`config.mk`:
```
export PLATFORM = sky130hd
export DESIGN_NAME = video_ctrl_top
export DESIGN_NICKNAME = d
export VERILOG_FILES = /design/src/common/video_ctrl_pkg.sv /design/src/hw/window_calc/umuldiv.sv /design/src/hw/window_calc/ar_window_calc.sv /design/src/hw/host_io/host_cmd_decoder.sv /design/src/hw/sync_polarity_fix.sv /design/src/hw/csync_gen.sv /design/src/hw/video_ctrl_top.sv
export SDC_FILE = /design/constraint.sdc
export NUM_CORES = 2
export LEC_CHECK = 0
export ABC_AREA = 1
export BUFFER_PORTS_ARGS = -buffer_cell sky130_fd_sc_hd__buf_2
export CAP_MARGIN = 20
export CORE_UTILIZATION = 25
export CTS_CLUSTER_DIAMETER = 120
export DETAILED_ROUTE_END_ITERATION = 10
export PLACE_DENSITY = 0.41
export SLEW_MARGIN = 0
export SYNTH_ARGS = -nofsm -noshare
export SYNTH_HDL_FRONTEND = slang
export SYNTH_SLANG_ARGS = --single-unit
export TNS_END_PERCENT = 50
```
`constraint.sdc`:
```
create_clock -name clk_sys -period 6.1 [get_ports clk_sys]
set_clock_uncertainty 0.15 [all_clocks]
set_input_delay 0.305 -clock clk_sys [delete_from_list [all_inputs] [get_ports clk_sys]]
set_output_delay 0.305 -clock clk_sys [all_outputs]
set_load 0.05 [all_outputs]
```
`src/common/video_ctrl_pkg.sv`:
```
// Shared widths, host commands, window FSM states and video structs; import with video_ctrl_pkg::*
package video_ctrl_pkg;

	////////////////////////////////
	// Widths
	////////////////////////////////
	localparam int COORD_W = 12;
	localparam int AR_W    = 13;
	localparam int IO_W    = 16;
	// Sync run-length and line counters
	localparam int RUN_W   = 24;

	////////////////////////////////
	// Host commands and FSM states
	////////////////////////////////
	typedef enum logic [7:0] {
		CMD_NONE         = 8'h00,
		CMD_CONFIG       = 8'h01,
		CMD_VIDEO_TIMING = 8'h20,
		CMD_VSET         = 8'h27,
		CMD_HSET         = 8'h37,
		CMD_AR_CUSTOM    = 8'h3A,
		CMD_STATUS       = 8'h40
	} io_cmd_e;

	typedef enum logic [2:0] {
		WS_SELECT,
		WS_MUL_W_START,
		WS_MUL_W_WAIT,
		WS_MUL_H_START,
		WS_MUL_H_WAIT,
		WS_CLAMP,
		WS_CENTER
	} win_state_e;

	////////////////////////////////
	// Register and result structs
	////////////////////////////////
	typedef struct packed {
		logic [COORD_W-1:0] width;
		logic [COORD_W-1:0] hfp;
		logic [COORD_W-1:0] hs_len;
		logic [COORD_W-1:0] hbp;
		logic [COORD_W-1:0] height;
		logic [COORD_W-1:0] vfp;
		logic [COORD_W-1:0] vs_len;
		logic [COORD_W-1:0] vbp;
		logic               hs_neg;
		logic               vs_neg;
	} video_timing_t;

	// Bit 12 of each custom aspect field means literal size
	typedef struct packed {
		logic [COORD_W-1:0] vset;
		logic [COORD_W-1:0] hset;
		logic               freescale;
		logic [AR_W-1:0]    arc1x;
		logic [AR_W-1:0]    arc1y;
		logic [AR_W-1:0]    arc2x;
		logic [AR_W-1:0]    arc2y;
	} scale_cfg_t;

	typedef struct packed {
		logic [COORD_W-1:0] hmin;
		logic [COORD_W-1:0] hmax;
		logic [COORD_W-1:0] vmin;
		logic [COORD_W-1:0] vmax;
	} win_bounds_t;

	typedef struct packed {
		logic [COORD_W-1:0] arx;
		logic [COORD_W-1:0] ary;
		logic               arxy;
	} ar_result_t;

	// 1080p60 CEA timing with positive syncs
	localparam video_timing_t DEFAULT_TIMING = '{
		width:  12'd1920, hfp: 12'd88, hs_len: 12'd44, hbp: 12'd148,
		height: 12'd1080, vfp: 12'd4,  vs_len: 12'd5,  vbp: 12'd36,
		hs_neg: 1'b0,     vs_neg: 1'b0
	};

endpackage

```
`src/hw/window_calc/umuldiv.sv`:
```
// Iterative unsigned mul1*mul2/div; pulse i_start, read o_result once o_busy drops
`timescale 1ns/10ps

module umuldiv import video_ctrl_pkg::*; #(
	parameter int W = COORD_W
) (
	input  logic         clk_sys,
	input  logic         resetd,
	input  logic         i_start,
	input  logic [W-1:0] i_mul1,
	input  logic [W-1:0] i_mul2,
	input  logic [W-1:0] i_div,
	output logic         o_busy,
	output logic [W-1:0] o_result
);

	localparam int CNT_W = $clog2(2*W+1);

	logic [CNT_W-1:0] cnt;
	logic [2*W-1:0]   quo;
	logic [W-1:0]     rem;
	logic [W-1:0]     div_r;
	logic [W:0]       rem_sh;
	logic [W:0]       diff;

	// Next partial remainder and trial subtraction
	assign rem_sh = {rem, quo[2*W-1]};
	assign diff   = rem_sh - {1'b0, div_r};

	always_ff @(posedge clk_sys) begin
		if (resetd) begin
			o_busy <= 1'b0;
			cnt    <= '0;
		end else if (i_start) begin
			o_busy <= 1'b1;
			cnt    <= CNT_W'(2*W);
		end else if (o_busy) begin
			cnt <= cnt - 1'b1;
			if (cnt == CNT_W'(1))
				o_busy <= 1'b0;
		end
	end

	// Product latched as dividend and divided one quotient bit per cycle
	always_ff @(posedge clk_sys) begin
		if (i_start) begin
			quo   <= i_mul1 * i_mul2;
			rem   <= '0;
			div_r <= i_div;
		end else if (o_busy) begin
			if (!diff[W]) begin
				rem <= diff[W-1:0];
				quo <= {quo[2*W-2:0], 1'b1};
			end else begin
				rem <= rem_sh[W-1:0];
				quo <= {quo[2*W-2:0], 1'b0};
			end
		end
	end

	assign o_result = quo[W-1:0];

endmodule

```
`src/hw/window_calc/ar_window_calc.sv`:
```
// Aspect selection and looping window FSM; derives the displayed picture rectangle
`timescale 1ns/10ps

module ar_window_calc import video_ctrl_pkg::*; #(
	parameter int W = COORD_W
) (
	input  logic            clk_sys,
	input  logic            resetd,
	input  video_timing_t   i_timing,
	input  scale_cfg_t      i_scale,
	input  logic [AR_W-1:0] i_video_arx,
	input  logic [AR_W-1:0] i_video_ary,
	output ar_result_t      o_ar,
	output win_bounds_t     o_window
);

	win_state_e         state;
	logic [COORD_W-1:0] hdmi_w, hdmi_h;
	logic [COORD_W-1:0] w_calc, h_calc;
	logic [COORD_W-1:0] vid_w, vid_h;
	logic [COORD_W-1:0] h_off, v_off;
	logic               md_start, md_busy;
	logic [W-1:0]       md_mul1, md_mul2, md_div, md_res;

	////////////////////////////////
	// Output size and aspect
	////////////////////////////////
	always_ff @(posedge clk_sys) begin
		hdmi_h <= (i_scale.vset != '0 && i_scale.vset < i_timing.height) ?
			i_scale.vset : i_timing.height;
		hdmi_w <= (i_scale.hset != '0 && i_scale.hset < i_timing.width) ?
			i_scale.hset : i_timing.width;

		// Core aspect wins, else ARX picks a custom pair
		if (i_video_ary != '0) begin
			o_ar.arx  <= i_video_arx[COORD_W-1:0];
			o_ar.ary  <= i_video_ary[COORD_W-1:0];
			o_ar.arxy <= i_video_arx[AR_W-1] | i_video_ary[AR_W-1];
		end else if (i_video_arx == AR_W'(1)) begin
			o_ar.arx  <= i_scale.arc1x[COORD_W-1:0];
			o_ar.ary  <= i_scale.arc1y[COORD_W-1:0];
			o_ar.arxy <= i_scale.arc1x[AR_W-1] | i_scale.arc1y[AR_W-1];
		end else if (i_video_arx == AR_W'(2)) begin
			o_ar.arx  <= i_scale.arc2x[COORD_W-1:0];
			o_ar.ary  <= i_scale.arc2y[COORD_W-1:0];
			o_ar.arxy <= i_scale.arc2x[AR_W-1] | i_scale.arc2y[AR_W-1];
		end else begin
			o_ar <= '0;
		end
	end

	assign h_off = (i_timing.width - vid_w) >> 1;
	assign v_off = (i_timing.height - vid_h) >> 1;

	////////////////////////////////
	// Window FSM
	////////////////////////////////
	always_ff @(posedge clk_sys) begin
		if (resetd) begin
			state    <= WS_SELECT;
			md_start <= 1'b0;
			o_window <= '0;
		end else begin
			md_start <= 1'b0;
			case (state)
				WS_SELECT: begin
					if (i_scale.freescale || o_ar.arx == '0 || o_ar.ary == '0) begin
						w_calc <= hdmi_w;
						h_calc <= hdmi_h;
						state  <= WS_CLAMP;
					end else if (o_ar.arxy) begin
						w_calc <= o_ar.arx;
						h_calc <= o_ar.ary;
						state  <= WS_CLAMP;
					end else begin
						state <= WS_MUL_W_START;
					end
				end
				WS_MUL_W_START: begin
					md_mul1  <= W'(hdmi_h);
					md_mul2  <= W'(o_ar.arx);
					md_div   <= W'(o_ar.ary);
					md_start <= 1'b1;
					state    <= WS_MUL_W_WAIT;
				end
				WS_MUL_W_WAIT: begin
					// Busy shows one cycle after start
					if (!md_start && !md_busy) begin
						w_calc <= md_res[COORD_W-1:0];
						state  <= WS_MUL_H_START;
					end
				end
				WS_MUL_H_START: begin
					md_mul1  <= W'(hdmi_w);
					md_mul2  <= W'(o_ar.ary);
					md_div   <= W'(o_ar.arx);
					md_start <= 1'b1;
					state    <= WS_MUL_H_WAIT;
				end
				WS_MUL_H_WAIT: begin
					if (!md_start && !md_busy) begin
						h_calc <= md_res[COORD_W-1:0];
						state  <= WS_CLAMP;
					end
				end
				WS_CLAMP: begin
					vid_w <= (w_calc > hdmi_w) ? hdmi_w : w_calc;
					vid_h <= (h_calc > hdmi_h) ? hdmi_h : h_calc;
					state <= WS_CENTER;
				end
				WS_CENTER: begin
					o_window.hmin <= h_off;
					o_window.hmax <= h_off + vid_w - 1'b1;
					o_window.vmin <= v_off;
					o_window.vmax <= v_off + vid_h - 1'b1;
					state         <= WS_SELECT;
				end
				default: state <= WS_SELECT;
			endcase
		end
	end

	umuldiv #(.W(W)) umuldiv_i (
		.clk_sys  (clk_sys),
		.resetd   (resetd),
		.i_start  (md_start),
		.i_mul1   (md_mul1),
		.i_mul2   (md_mul2),
		.i_div    (md_div),
		.o_busy   (md_busy),
		.o_result (md_res)
	);

endmodule

```
`src/hw/host_io/host_cmd_decoder.sv`:
```
// Host toggle-strobe command port; decodes commands into config, timing and scale registers
`timescale 1ns/10ps

module host_cmd_decoder import video_ctrl_pkg::*; (
	input  logic            clk_sys,
	input  logic            resetd,
	input  logic            i_io_sel,
	input  logic            i_io_clk,
	input  logic [IO_W-1:0] i_io_din,
	input  ar_result_t      i_ar,
	output logic            o_io_ack,
	output logic [IO_W-1:0] o_io_dout,
	output video_timing_t   o_timing,
	output scale_cfg_t      o_scale,
	output logic            o_csync_en
);

	logic       rack;
	logic       strobe;
	logic       has_cmd;
	io_cmd_e    cmd;
	logic [3:0] cnt;

	// Map a command byte to a known command or CMD_NONE
	function automatic io_cmd_e decode_cmd(input logic [7:0] code);
		io_cmd_e c;
		case (code)
			8'h01:   c = CMD_CONFIG;
			8'h20:   c = CMD_VIDEO_TIMING;
			8'h27:   c = CMD_VSET;
			8'h37:   c = CMD_HSET;
			8'h3A:   c = CMD_AR_CUSTOM;
			8'h40:   c = CMD_STATUS;
			default: c = CMD_NONE;
		endcase
		return c;
	endfunction

	////////////////////////////////
	// Strobe and acknowledge
	////////////////////////////////
	assign strobe = i_io_clk & ~rack;

	// Ack echoes the host clock two cycles later
	always_ff @(posedge clk_sys) begin
		if (resetd) begin
			rack     <= 1'b0;
			o_io_ack <= 1'b0;
		end else begin
			rack     <= i_io_clk;
			o_io_ack <= rack;
		end
	end

	////////////////////////////////
	// Command and register writes
	////////////////////////////////
	always_ff @(posedge clk_sys) begin
		if (resetd) begin
			has_cmd    <= 1'b0;
			cmd        <= CMD_NONE;
			cnt        <= '0;
			o_io_dout  <= '0;
			o_timing   <= DEFAULT_TIMING;
			o_scale    <= '0;
			o_csync_en <= 1'b0;
		end else if (!i_io_sel) begin
			has_cmd   <= 1'b0;
			cmd       <= CMD_NONE;
			cnt       <= '0;
			o_io_dout <= '0;
		end else if (strobe) begin
			o_io_dout <= '0;
			if (!has_cmd) begin
				has_cmd <= 1'b1;
				cmd     <= decode_cmd(i_io_din[7:0]);
				cnt     <= '0;
			end else begin
				// Saturate so late words never alias onto word 0
				if (cnt != '1)
					cnt <= cnt + 4'd1;
				case (cmd)
					CMD_CONFIG: o_csync_en <= i_io_din[3];
					CMD_VIDEO_TIMING: begin
						case (cnt)
							4'd0: o_timing.width  <= i_io_din[COORD_W-1:0];
							4'd1: o_timing.hfp    <= i_io_din[COORD_W-1:0];
							4'd2: begin
								o_timing.hs_len <= i_io_din[COORD_W-1:0];
								o_timing.hs_neg <= i_io_din[15];
							end
							4'd3: o_timing.hbp    <= i_io_din[COORD_W-1:0];
							4'd4: o_timing.height <= i_io_din[COORD_W-1:0];
							4'd5: o_timing.vfp    <= i_io_din[COORD_W-1:0];
							4'd6: begin
								o_timing.vs_len <= i_io_din[COORD_W-1:0];
								o_timing.vs_neg <= i_io_din[15];
							end
							4'd7: o_timing.vbp    <= i_io_din[COORD_W-1:0];
							default: ;
						endcase
					end
					CMD_VSET: begin
						if (cnt == 4'd0)
							o_scale.vset <= i_io_din[COORD_W-1:0];
					end
					CMD_HSET: begin
						if (cnt == 4'd0) begin
							o_scale.freescale <= i_io_din[15];
							o_scale.hset      <= i_io_din[COORD_W-1:0];
						end
					end
					CMD_AR_CUSTOM: begin
						case (cnt)
							4'd0: o_scale.arc1x <= i_io_din[AR_W-1:0];
							4'd1: o_scale.arc1y <= i_io_din[AR_W-1:0];
							4'd2: o_scale.arc2x <= i_io_din[AR_W-1:0];
							4'd3: o_scale.arc2y <= i_io_din[AR_W-1:0];
							default: ;
						endcase
					end
					CMD_STATUS: begin
						// Aspect readback with the literal flag on top
						case (cnt)
							4'd0: o_io_dout <= {i_ar.arxy, {(IO_W-COORD_W-1){1'b0}}, i_ar.arx};
							4'd1: o_io_dout <= {i_ar.arxy, {(IO_W-COORD_W-1){1'b0}}, i_ar.ary};
							default: ;
						endcase
					end
					default: ;
				endcase
			end
		end
	end

endmodule

```
`src/hw/sync_polarity_fix.sv`:
```
// Sync polarity normalizer; measures high and low run lengths and flips to active-high
`timescale 1ns/10ps

module sync_polarity_fix import video_ctrl_pkg::*; (
	input  logic clk_sys,
	input  logic resetd,
	input  logic i_sync,
	output logic o_sync
);

	logic             s1, s2;
	logic [RUN_W-1:0] run_cnt;
	logic [RUN_W-1:0] len_hi, len_lo;
	logic             pol;

	always_ff @(posedge clk_sys) begin
		if (resetd) begin
			s1      <= 1'b0;
			s2      <= 1'b0;
			run_cnt <= '0;
			len_hi  <= '0;
			len_lo  <= '0;
			pol     <= 1'b0;
		end else begin
			s1 <= i_sync;
			s2 <= s1;

			// Run length restarts on every edge
			if (s1 != s2)
				run_cnt <= '0;
			else if (run_cnt != '1)
				run_cnt <= run_cnt + 1'b1;

			// Rising edge closes a low phase, falling edge a high one
			if (s1 && !s2)
				len_lo <= run_cnt;
			if (!s1 && s2)
				len_hi <= run_cnt;

			pol <= len_hi > len_lo;
		end
	end

	assign o_sync = i_sync ^ pol;

endmodule

```
`src/hw/csync_gen.sv`:
```
// Composite sync from active-high hsync and vsync, serrated during vsync, one cycle delay
`timescale 1ns/10ps

module csync_gen import video_ctrl_pkg::*; (
	input  logic clk_sys,
	input  logic resetd,
	input  logic i_hsync,
	input  logic i_vsync,
	output logic o_csync
);

	logic             prev_hs;
	logic             hs_rise, hs_fall;
	logic [RUN_W-1:0] cnt;
	logic [RUN_W-1:0] line_len;
	logic [RUN_W-1:0] hs_len;

	assign hs_rise = i_hsync & ~prev_hs;
	assign hs_fall = ~i_hsync & prev_hs;

	////////////////////////////////
	// Line and hsync measurement
	////////////////////////////////
	always_ff @(posedge clk_sys) begin
		if (resetd) begin
			prev_hs  <= 1'b0;
			cnt      <= '0;
			line_len <= '0;
			hs_len   <= '0;
		end else begin
			prev_hs <= i_hsync;
			// cnt holds cycles since the last hsync rise
			if (hs_rise)
				cnt <= RUN_W'(1);
			else if (cnt != '1)
				cnt <= cnt + 1'b1;
			if (hs_rise)
				line_len <= cnt;
			if (hs_fall)
				hs_len <= cnt;
		end
	end

	////////////////////////////////
	// Output
	////////////////////////////////
	always_ff @(posedge clk_sys) begin
		if (resetd) begin
			o_csync <= 1'b0;
		end else if (!i_vsync) begin
			o_csync <= i_hsync;
		end else if (hs_rise) begin
			o_csync <= 1'b1;
		end else if (cnt == line_len - hs_len) begin
			// Low for the last hsync length of the line
			o_csync <= 1'b0;
		end
	end

endmodule

```
`src/hw/video_ctrl_top.sv`:
```
// Host control and video geometry top; joins host decoder, window calculator and sync path
`timescale 1ns/10ps

module video_ctrl_top import video_ctrl_pkg::*; #(
	parameter int W = COORD_W
) (
	input  logic            clk_sys,
	input  logic            resetd,
	input  logic            i_io_sel,
	input  logic            i_io_clk,
	input  logic [IO_W-1:0] i_io_din,
	input  logic [AR_W-1:0] i_video_arx,
	input  logic [AR_W-1:0] i_video_ary,
	input  logic            i_hs,
	input  logic            i_vs,
	output logic            o_io_ack,
	output logic [IO_W-1:0] o_io_dout,
	output win_bounds_t     o_window,
	output logic            o_hsync,
	output logic            o_vsync
);

	video_timing_t timing;
	scale_cfg_t    scale;
	ar_result_t    ar;
	logic          csync_en;
	logic          hs_fix, vs_fix;
	logic          csync;

	host_cmd_decoder host_cmd_decoder_i (
		.clk_sys    (clk_sys),
		.resetd     (resetd),
		.i_io_sel   (i_io_sel),
		.i_io_clk   (i_io_clk),
		.i_io_din   (i_io_din),
		.i_ar       (ar),
		.o_io_ack   (o_io_ack),
		.o_io_dout  (o_io_dout),
		.o_timing   (timing),
		.o_scale    (scale),
		.o_csync_en (csync_en)
	);

	ar_window_calc #(.W(W)) ar_window_calc_i (
		.clk_sys     (clk_sys),
		.resetd      (resetd),
		.i_timing    (timing),
		.i_scale     (scale),
		.i_video_arx (i_video_arx),
		.i_video_ary (i_video_ary),
		.o_ar        (ar),
		.o_window    (o_window)
	);

	////////////////////////////////
	// Sync path
	////////////////////////////////
	sync_polarity_fix sync_fix_h_i (
		.clk_sys (clk_sys),
		.resetd  (resetd),
		.i_sync  (i_hs),
		.o_sync  (hs_fix)
	);

	sync_polarity_fix sync_fix_v_i (
		.clk_sys (clk_sys),
		.resetd  (resetd),
		.i_sync  (i_vs),
		.o_sync  (vs_fix)
	);

	csync_gen csync_gen_i (
		.clk_sys (clk_sys),
		.resetd  (resetd),
		.i_hsync (hs_fix),
		.i_vsync (vs_fix),
		.o_csync (csync)
	);

	// Config bit 3 puts composite sync on the hsync pin
	assign o_hsync = csync_en ? csync : hs_fix;
	assign o_vsync = vs_fix;

endmodule

```
### Yosys cells after proc, flatten, opt, wreduce, memory -nomap -nowiden

Cells that the tools add are included.

| word-level totals | value |
|---|---|
| output and inout port bits | 67 |
| logic and storage cells | 222 |
| flip-flop bits (word level) | 594 |
| input bits | 48 |

| operators by class | value |
|---|---|
| order comparisons | 6 |
| muxes and demuxes | 44 |
| equality and inequality tests | 37 |
| $add $sub $neg | 13 |
| multipliers | 1 |
| bitwise logic cells | 14 |
| reductions and logical operators | 49 |

Operator list:

| kind | number |
|---|---|
| 12-bit two-way mux | 10 |
| 12-bit one-hot mux with 2 select lines | 5 |
| 25-bit two-way mux | 3 |
| 24-bit by 1-bit adder with 24-bit output, second input constant | 3 |
| 24-bit inequality test, second input constant | 3 |
| 8-bit by 6-bit equality test with 1-bit output, second input constant | 8 |
| 24-bit greater-than comparator | 2 |
| 24-bit two-way mux | 2 |
| 7-bit one-hot mux with 6 select lines | 1 |
| 5-bit AND reduction | 8 |
| 16-bit two-way mux | 2 |
| 16-bit one-hot mux with 2 select lines | 1 |
| 11-bit by 12-bit adder with 12-bit output | 2 |
| 24-bit equality test | 1 |
| 12-bit greater-than comparator | 2 |
| 12-bit logical NOT | 2 |
| 12-bit less-than comparator | 2 |
| 12-bit by 12-bit multiplier with 24-bit output | 1 |
| 12-bit nonzero test | 2 |
| 12-bit by 1-bit subtractor with 12-bit output, second input constant | 2 |
| 12-bit subtractor | 2 |
| 24-bit subtractor | 1 |
| 3-bit one-hot mux with 6 select lines | 1 |
| 8-bit by 1-bit equality test with 1-bit output, second input constant | 2 |
| other kinds (37) | 96 |

### Depth between registers and ports, before layout

| logic depth | value |
|---|---|
| depth in word-level cells | 5 |
| mapped depth | 27 |
| gate-level depth less buffers | 26 |

### By module

From an unflattened synthesis, not the netlist that was laid out.

| second synthesis, totals | value |
|---|---|
| cell total of the unflattened synthesis | 5902 |
| area, all modules | 41471.0 um^2 |

Modules (own cells, without submodules):

| module | instances | cells each | sequential area each (um^2) | area each (um^2) |
|---|---|---|---|---|
| ar_window_calc | 1 | 1746 | 4504.3 | 12234.2 |
| host_cmd_decoder | 1 | 1183 | 4063.9 | 8379.3 |
| umuldiv | 1 | 1120 | 1441.4 | 8261.7 |
| csync_gen | 1 | 815 | 1481.4 | 5043.6 |
| sync_polarity_fix (sync_fix_v_i) | 1 | 519 | 1501.4 | 3776.1 |
| sync_polarity_fix (sync_fix_h_i) | 1 | 515 | 1501.4 | 3761.1 |
| video_ctrl_top | 1 | 4 | 0.0 | 15.0 |

### Least setup slack after synthesis

OpenSTA, ideal clock, no wires.

| timing | value |
|---|---|
| kind | reg2reg |
| from | register ar_window_calc_i.md_mul1[0] |
| to | register ar_window_calc_i.umuldiv_i.quo[20], data pin |
| stages on the path, launching flop included | 22 |
| data required time | 5.681 ns |
| setup time | 0.269 ns |
| path buffers | 1 |
| slack | 0.796 ns |
| period minus slack after synthesis | 5.304 ns |
| data arrival time | 4.885 ns |
| cells stage by stage | edfxtp_1 -> clkbuf_1 -> nand2_1 -> fa_1 -> fa_1 -> inv_1 -> fa_1 -> fa_1 -> inv_1 -> fa_1 -> inv_1 -> ha_1 -> inv_1 -> o21bai_1 -> inv_1 -> nor2_1 -> a211oi_1 -> nand3_1 -> a21oi_1 -> o21ai_0 -> xor2_1 -> o21ai_0 |

| on the way | value |
|---|---|
| longest elaborated chain between the ends | 2 |

RTL lines:

| what | line | source |
|---|---|---|
| start, declared | ar_window_calc.sv:23 | `logic [W-1:0] md_mul1, md_mul2, md_div, md_res;` |
| start signal, assigned | ar_window_calc.sv:80 | `md_mul1 <= W'(hdmi_h);` |
| start signal, assigned | ar_window_calc.sv:94 | `md_mul1 <= W'(hdmi_w);` |
| 12-bit by 12-bit multiplier with 24-bit output | umuldiv.sv:47 | `quo <= i_mul1 * i_mul2;` |
| 24-bit two-way mux | umuldiv.sv:46 | `if (i_start) begin` |
| end signal, assigned | umuldiv.sv:47 |  |
| end signal, assigned | umuldiv.sv:53 | `quo <= {quo[2*W-2:0], 1'b1};` |
| end signal, assigned | umuldiv.sv:56 | `quo <= {quo[2*W-2:0], 1'b0};` |
| end, declared | umuldiv.sv:20 | `logic [2*W-1:0] quo;` |

No other way between the ends.
A chain may end at the register's enable or synchronous reset.

### Worst setup path in the final report

| timing | value |
|---|---|
| from | register ar_window_calc_i.md_mul2[7] |
| to | register ar_window_calc_i.umuldiv_i.quo[20], data pin |

| on the way | value |
|---|---|
| longest elaborated chain between the ends | 2 |

RTL lines:

| what | line | source |
|---|---|---|
| start, declared | ar_window_calc.sv:23 |  |
| start signal, assigned | ar_window_calc.sv:81 | `md_mul2 <= W'(o_ar.arx);` |
| start signal, assigned | ar_window_calc.sv:95 | `md_mul2 <= W'(o_ar.ary);` |
| 12-bit by 12-bit multiplier with 24-bit output | umuldiv.sv:47 |  |
| 24-bit two-way mux | umuldiv.sv:46 |  |

No other way between the ends.

==> qor.yml <==
synthesis:
  yosys.area_share.simple_pct: 17.1
  yosys_warnings: 0
  ys_seq_elements: 590
  synth-seq-area-share_pct: 36.9
  netlist_instances: 4564
  synth_xor_area_share_pct: 2.63
  synth-edff-count: 120
  synth_compound_area_share_pct: 16.7
  synth_mux_area_share_pct: 0.0319
  syn_area_per_cell_um2: 7.73
  synth_ff_type: "dfxtp_1"
  synth_area_leaders: "dfxtp_1 27%, edfxtp_1 10%, ha_1 9.4%"
  synth-async-reset-ratio_pct: 0
  syn-cell-area_um2: 35300
  synth_fa_ha_area_share_pct: 15.5
  synth_top_family_by_area: "simple AND/OR/NAND/NOR gates"
  synth_top_area_cell: "dfxtp_1"
  synth_top_cell_area_share_pct: 26.7
  ys_types: 65
pwr:
  power.density_nw_per_um2: 338
  ir_worst_vdd_mv: 0.199
  p_leak_nw: 18.9
die:
  placementRows: 137
  die_w_um: 378
  die_h_um: 378
  pin_count: 115
  die-area_um2: 143000
  coreArea_um2: 140000
  start_util_pct: 25.2
setup_path:
  cp.required_ns: 6.32
  reg2regPathDepth: 22
  start_kind: "register"
  arrival_ns: 5.92
  crit_fanout: 12
  end_kind: "register"
  worstSetupPathType: "register to register"
clock_tree:
  cts_tree: "yes"
  worstSkewPairLatency_ns: 0.66
  clk_pin_slew_ns: 0.06
  root_buffer: "clkbuf_16"
  cts_buffers: 75
  htreeDepth: 3
  cts_setup_buffers: 0
  cts.path.max_buffers: 3
  hold_buffers: 47
  cts_resized: 0
  cts.sinks: 590
timing:
  tns_ns: 0
  finalCritPeriodShare_pct: 93.3
  hold_violations: 0
  worstMarginPinSlew_ns: 1.05
  fmax_mhz: 176
  drv_slew: 0
  slew_headroom_pct: 30.0
  period_needed_ns: 5.69
  rsz0062_at_grt: "false"
  final-setup-viol-count: 0
routing:
  postRouteWirelength_um: 110000
  vias: 29200
  wl_per_cell_um: 16.6
  first_pass_iters: 5
  via_per_inst: 4.42
  drc: 0
  drt_iter0_markers: 1991
  route.antenna.remaining_nets: 0
layout:
  regMostFlops: "host_cmd_decoder_i.o_scale"
  largest_reg_flops: 77
  syn2layout_area_growth_pct: 16.0
  final_util_pct: 29.3
  largestRegisters: "host_cmd_decoder_i.o_scale x77, ar_window_calc_i.o_window x46, ar_window_calc_i.o_ar x25"
  drive_above_1_share_pct: 8.16
  fin_nets: 5091
global_route:
  grt_pass1_wl_um: 170000
  grt_pass1_vias: 28300
  grt_antenna_before_repair: 2
  track_usage_pct: 15.4
  grt_max_degree: 95
  grt_overflow_total: 0
outcome:
  status: "completed"
run:
  drv_cap: 0
placement:
  place.gp.congestion: 0.867
  numPortBuffers: 107
  place_hpwl_um: 84200
min_path:
  hold_path.class: "primary input to register"
  hold_depth: 5
## critical path: stages (launching register included)
cell and delay (ns):
edfxtp_1 0.61, nand2_1 0.14, inv_1 0.06, fa_1 0.50, inv_1 0.05, fa_1 0.49
inv_1 0.06, fa_1 0.51, fa_1 0.56, inv_1 0.06, fa_1 0.53, inv_1 0.04
ha_1 0.33, inv_1 0.10, o21bai_1 0.06, inv_1 0.07, nor2_1 0.04, a211oi_1 0.23
nand3_1 0.19, a21oi_1 0.26, o21ai_0 0.14, xor2_1 0.14, o21ai_0 0.08
## cell usage after synthesis, types with 3 or more instances
library cell and count:
inv_1 849, nand2_1 774, dfxtp_1 470, o21ai_0 465, a21oi_1 463, ha_1 266, nor2_1 256, clkbuf_1 144
nand3_1 140, edfxtp_1 120, fa_1 106, xor2_1 72, nand4_1 50, nor3_1 42, xnor2_1 34, nor4_1 28
o211ai_1 24, a31oi_1 23, a211oi_1 19, o22ai_1 18, inv_2 17, a211oi_2 15, a21o_1 15, buf_2 13
nor3_4 10, o21ai_1 10, nor3_2 9, buf_1 8, nand2_2 8, o21bai_1 8, buf_4 6, nand3b_1 6
nor2_2 6, o31ai_1 6, nand2_4 5, nand3_2 5, nor2_4 4, or2_2 4, a21boi_0 3, a32o_1 3
clkinv_1 3, nand4_2 3, o2111ai_1 3
## power breakdown
part | leakage, nW | switching (mW) | internal, mW | total (mW)
Combinational | 12.7 | 3.00 | 1.73 | 4.73
Sequential | 4.93 | 0.173 | 4.28 | 4.45
Clock | 1.28 | 1.89 | 2.79 | 4.67
Total | 18.9 | 5.06 | 8.79 | 13.9
## per-stage QoR
step	cell area [um^2]	total power, mW	cells	hold WS [ns]	setup slack, ns
floorplan	35300	8.03	4568	0.241	0.796
global placement	37800	9.32	6421	0.252	0.366
detailed placement	37800	9.31	6422	0.255	0.387
CTS	40900	14.1	6607	0.0531	0.365
global route	40900	15.0	6608	0.130	0.0199
finish	40900	13.9	6609	0.113	0.408
## routing by layer
| metal | GRT usage [%] | routed length (um) | vias up |
|---|---|---|---|
| li1 | - | - | 15100 |
| met1 | 21.2 | 53200 | 13500 |
| met2 | 24.6 | 49600 | 456 |
| met3 | 1.99 | 3770 | 153 |
| met4 | 5.81 | 3450 | 4 |
| met5 | 0 | 31 | - |
## cell usage in the layout (no fill, tap or decap), types with 6 or more instances in the layout
cell type / n
nor3_1: 40
o21ai_1: 10
inv_2: 17
nand3_1: 140
clkinv_2: 16
a31oi_1: 23
xor2_1: 72
clkbuf_1: 6
inv_1: 848
dfxtp_1: 470
edfxtp_1: 120
nand2_1: 773
dlygate4sd3_1: 47
nor3_4: 11
nor3_2: 10
o21bai_1: 8
a21oi_1: 463
a211oi_1: 18
o211ai_1: 24
a21o_1: 15
bufinv_16: 7
fa_1: 106
clkbuf_16: 77
buf_2: 106
nor4_1: 28
clkbuf_8: 13
nor2_1: 254
o31ai_1: 6
o22ai_1: 18
nand3b_1: 6
nand2_2: 9
nor2_2: 7
a211oi_2: 16
nand4_1: 50
o21ai_0: 465
buf_4: 44
xnor2_1: 34
ha_1: 266
## worst paths after layout
check	endpoint	slack [ns]	start
worst max register to register	ar_window_calc_i.umuldiv_i.quo[20]	0.41	ar_window_calc_i.md_mul2[7]
worst min register to register	ar_window_calc_i.umuldiv_i.div_r[8]	0.27	ar_window_calc_i.md_div[8]
worst min-delay path	ar_window_calc_i.o_ar[11]	0.11	i_video_ary[12]
worst max-delay path	ar_window_calc_i.umuldiv_i.quo[20]	0.41	ar_window_calc_i.md_mul2[7]
## area by class of cell
class,count,area (um^2)
Inverter,869,3270
Clock buffer,96,2130
Clock inverter,42,468
Tap cell,1876,2350
Multi-Input combinational cell,2936,18300
Sequential cell,590,13000
Fill cell,15300,98800
Timing Repair Buffer,199,1350
Antenna cell,1,2.50
## cells by family (layout without fill, tap and decap cells)
family / Yosys count / count (layout)
AND/OR/NAND/NOR: 1364 / 1364
other: 1 / 6
buffers and inverters: 1042 / 1206
AO/OA/AOI/OAI: 1088 / 1088
XOR/XNOR: 106 / 106
adder cells (fa/ha/maj): 372 / 372
flip-flops: 590 / 590
multiplexers: 1 / 1
Note: power is estimated with default switching activity, not from simulation.
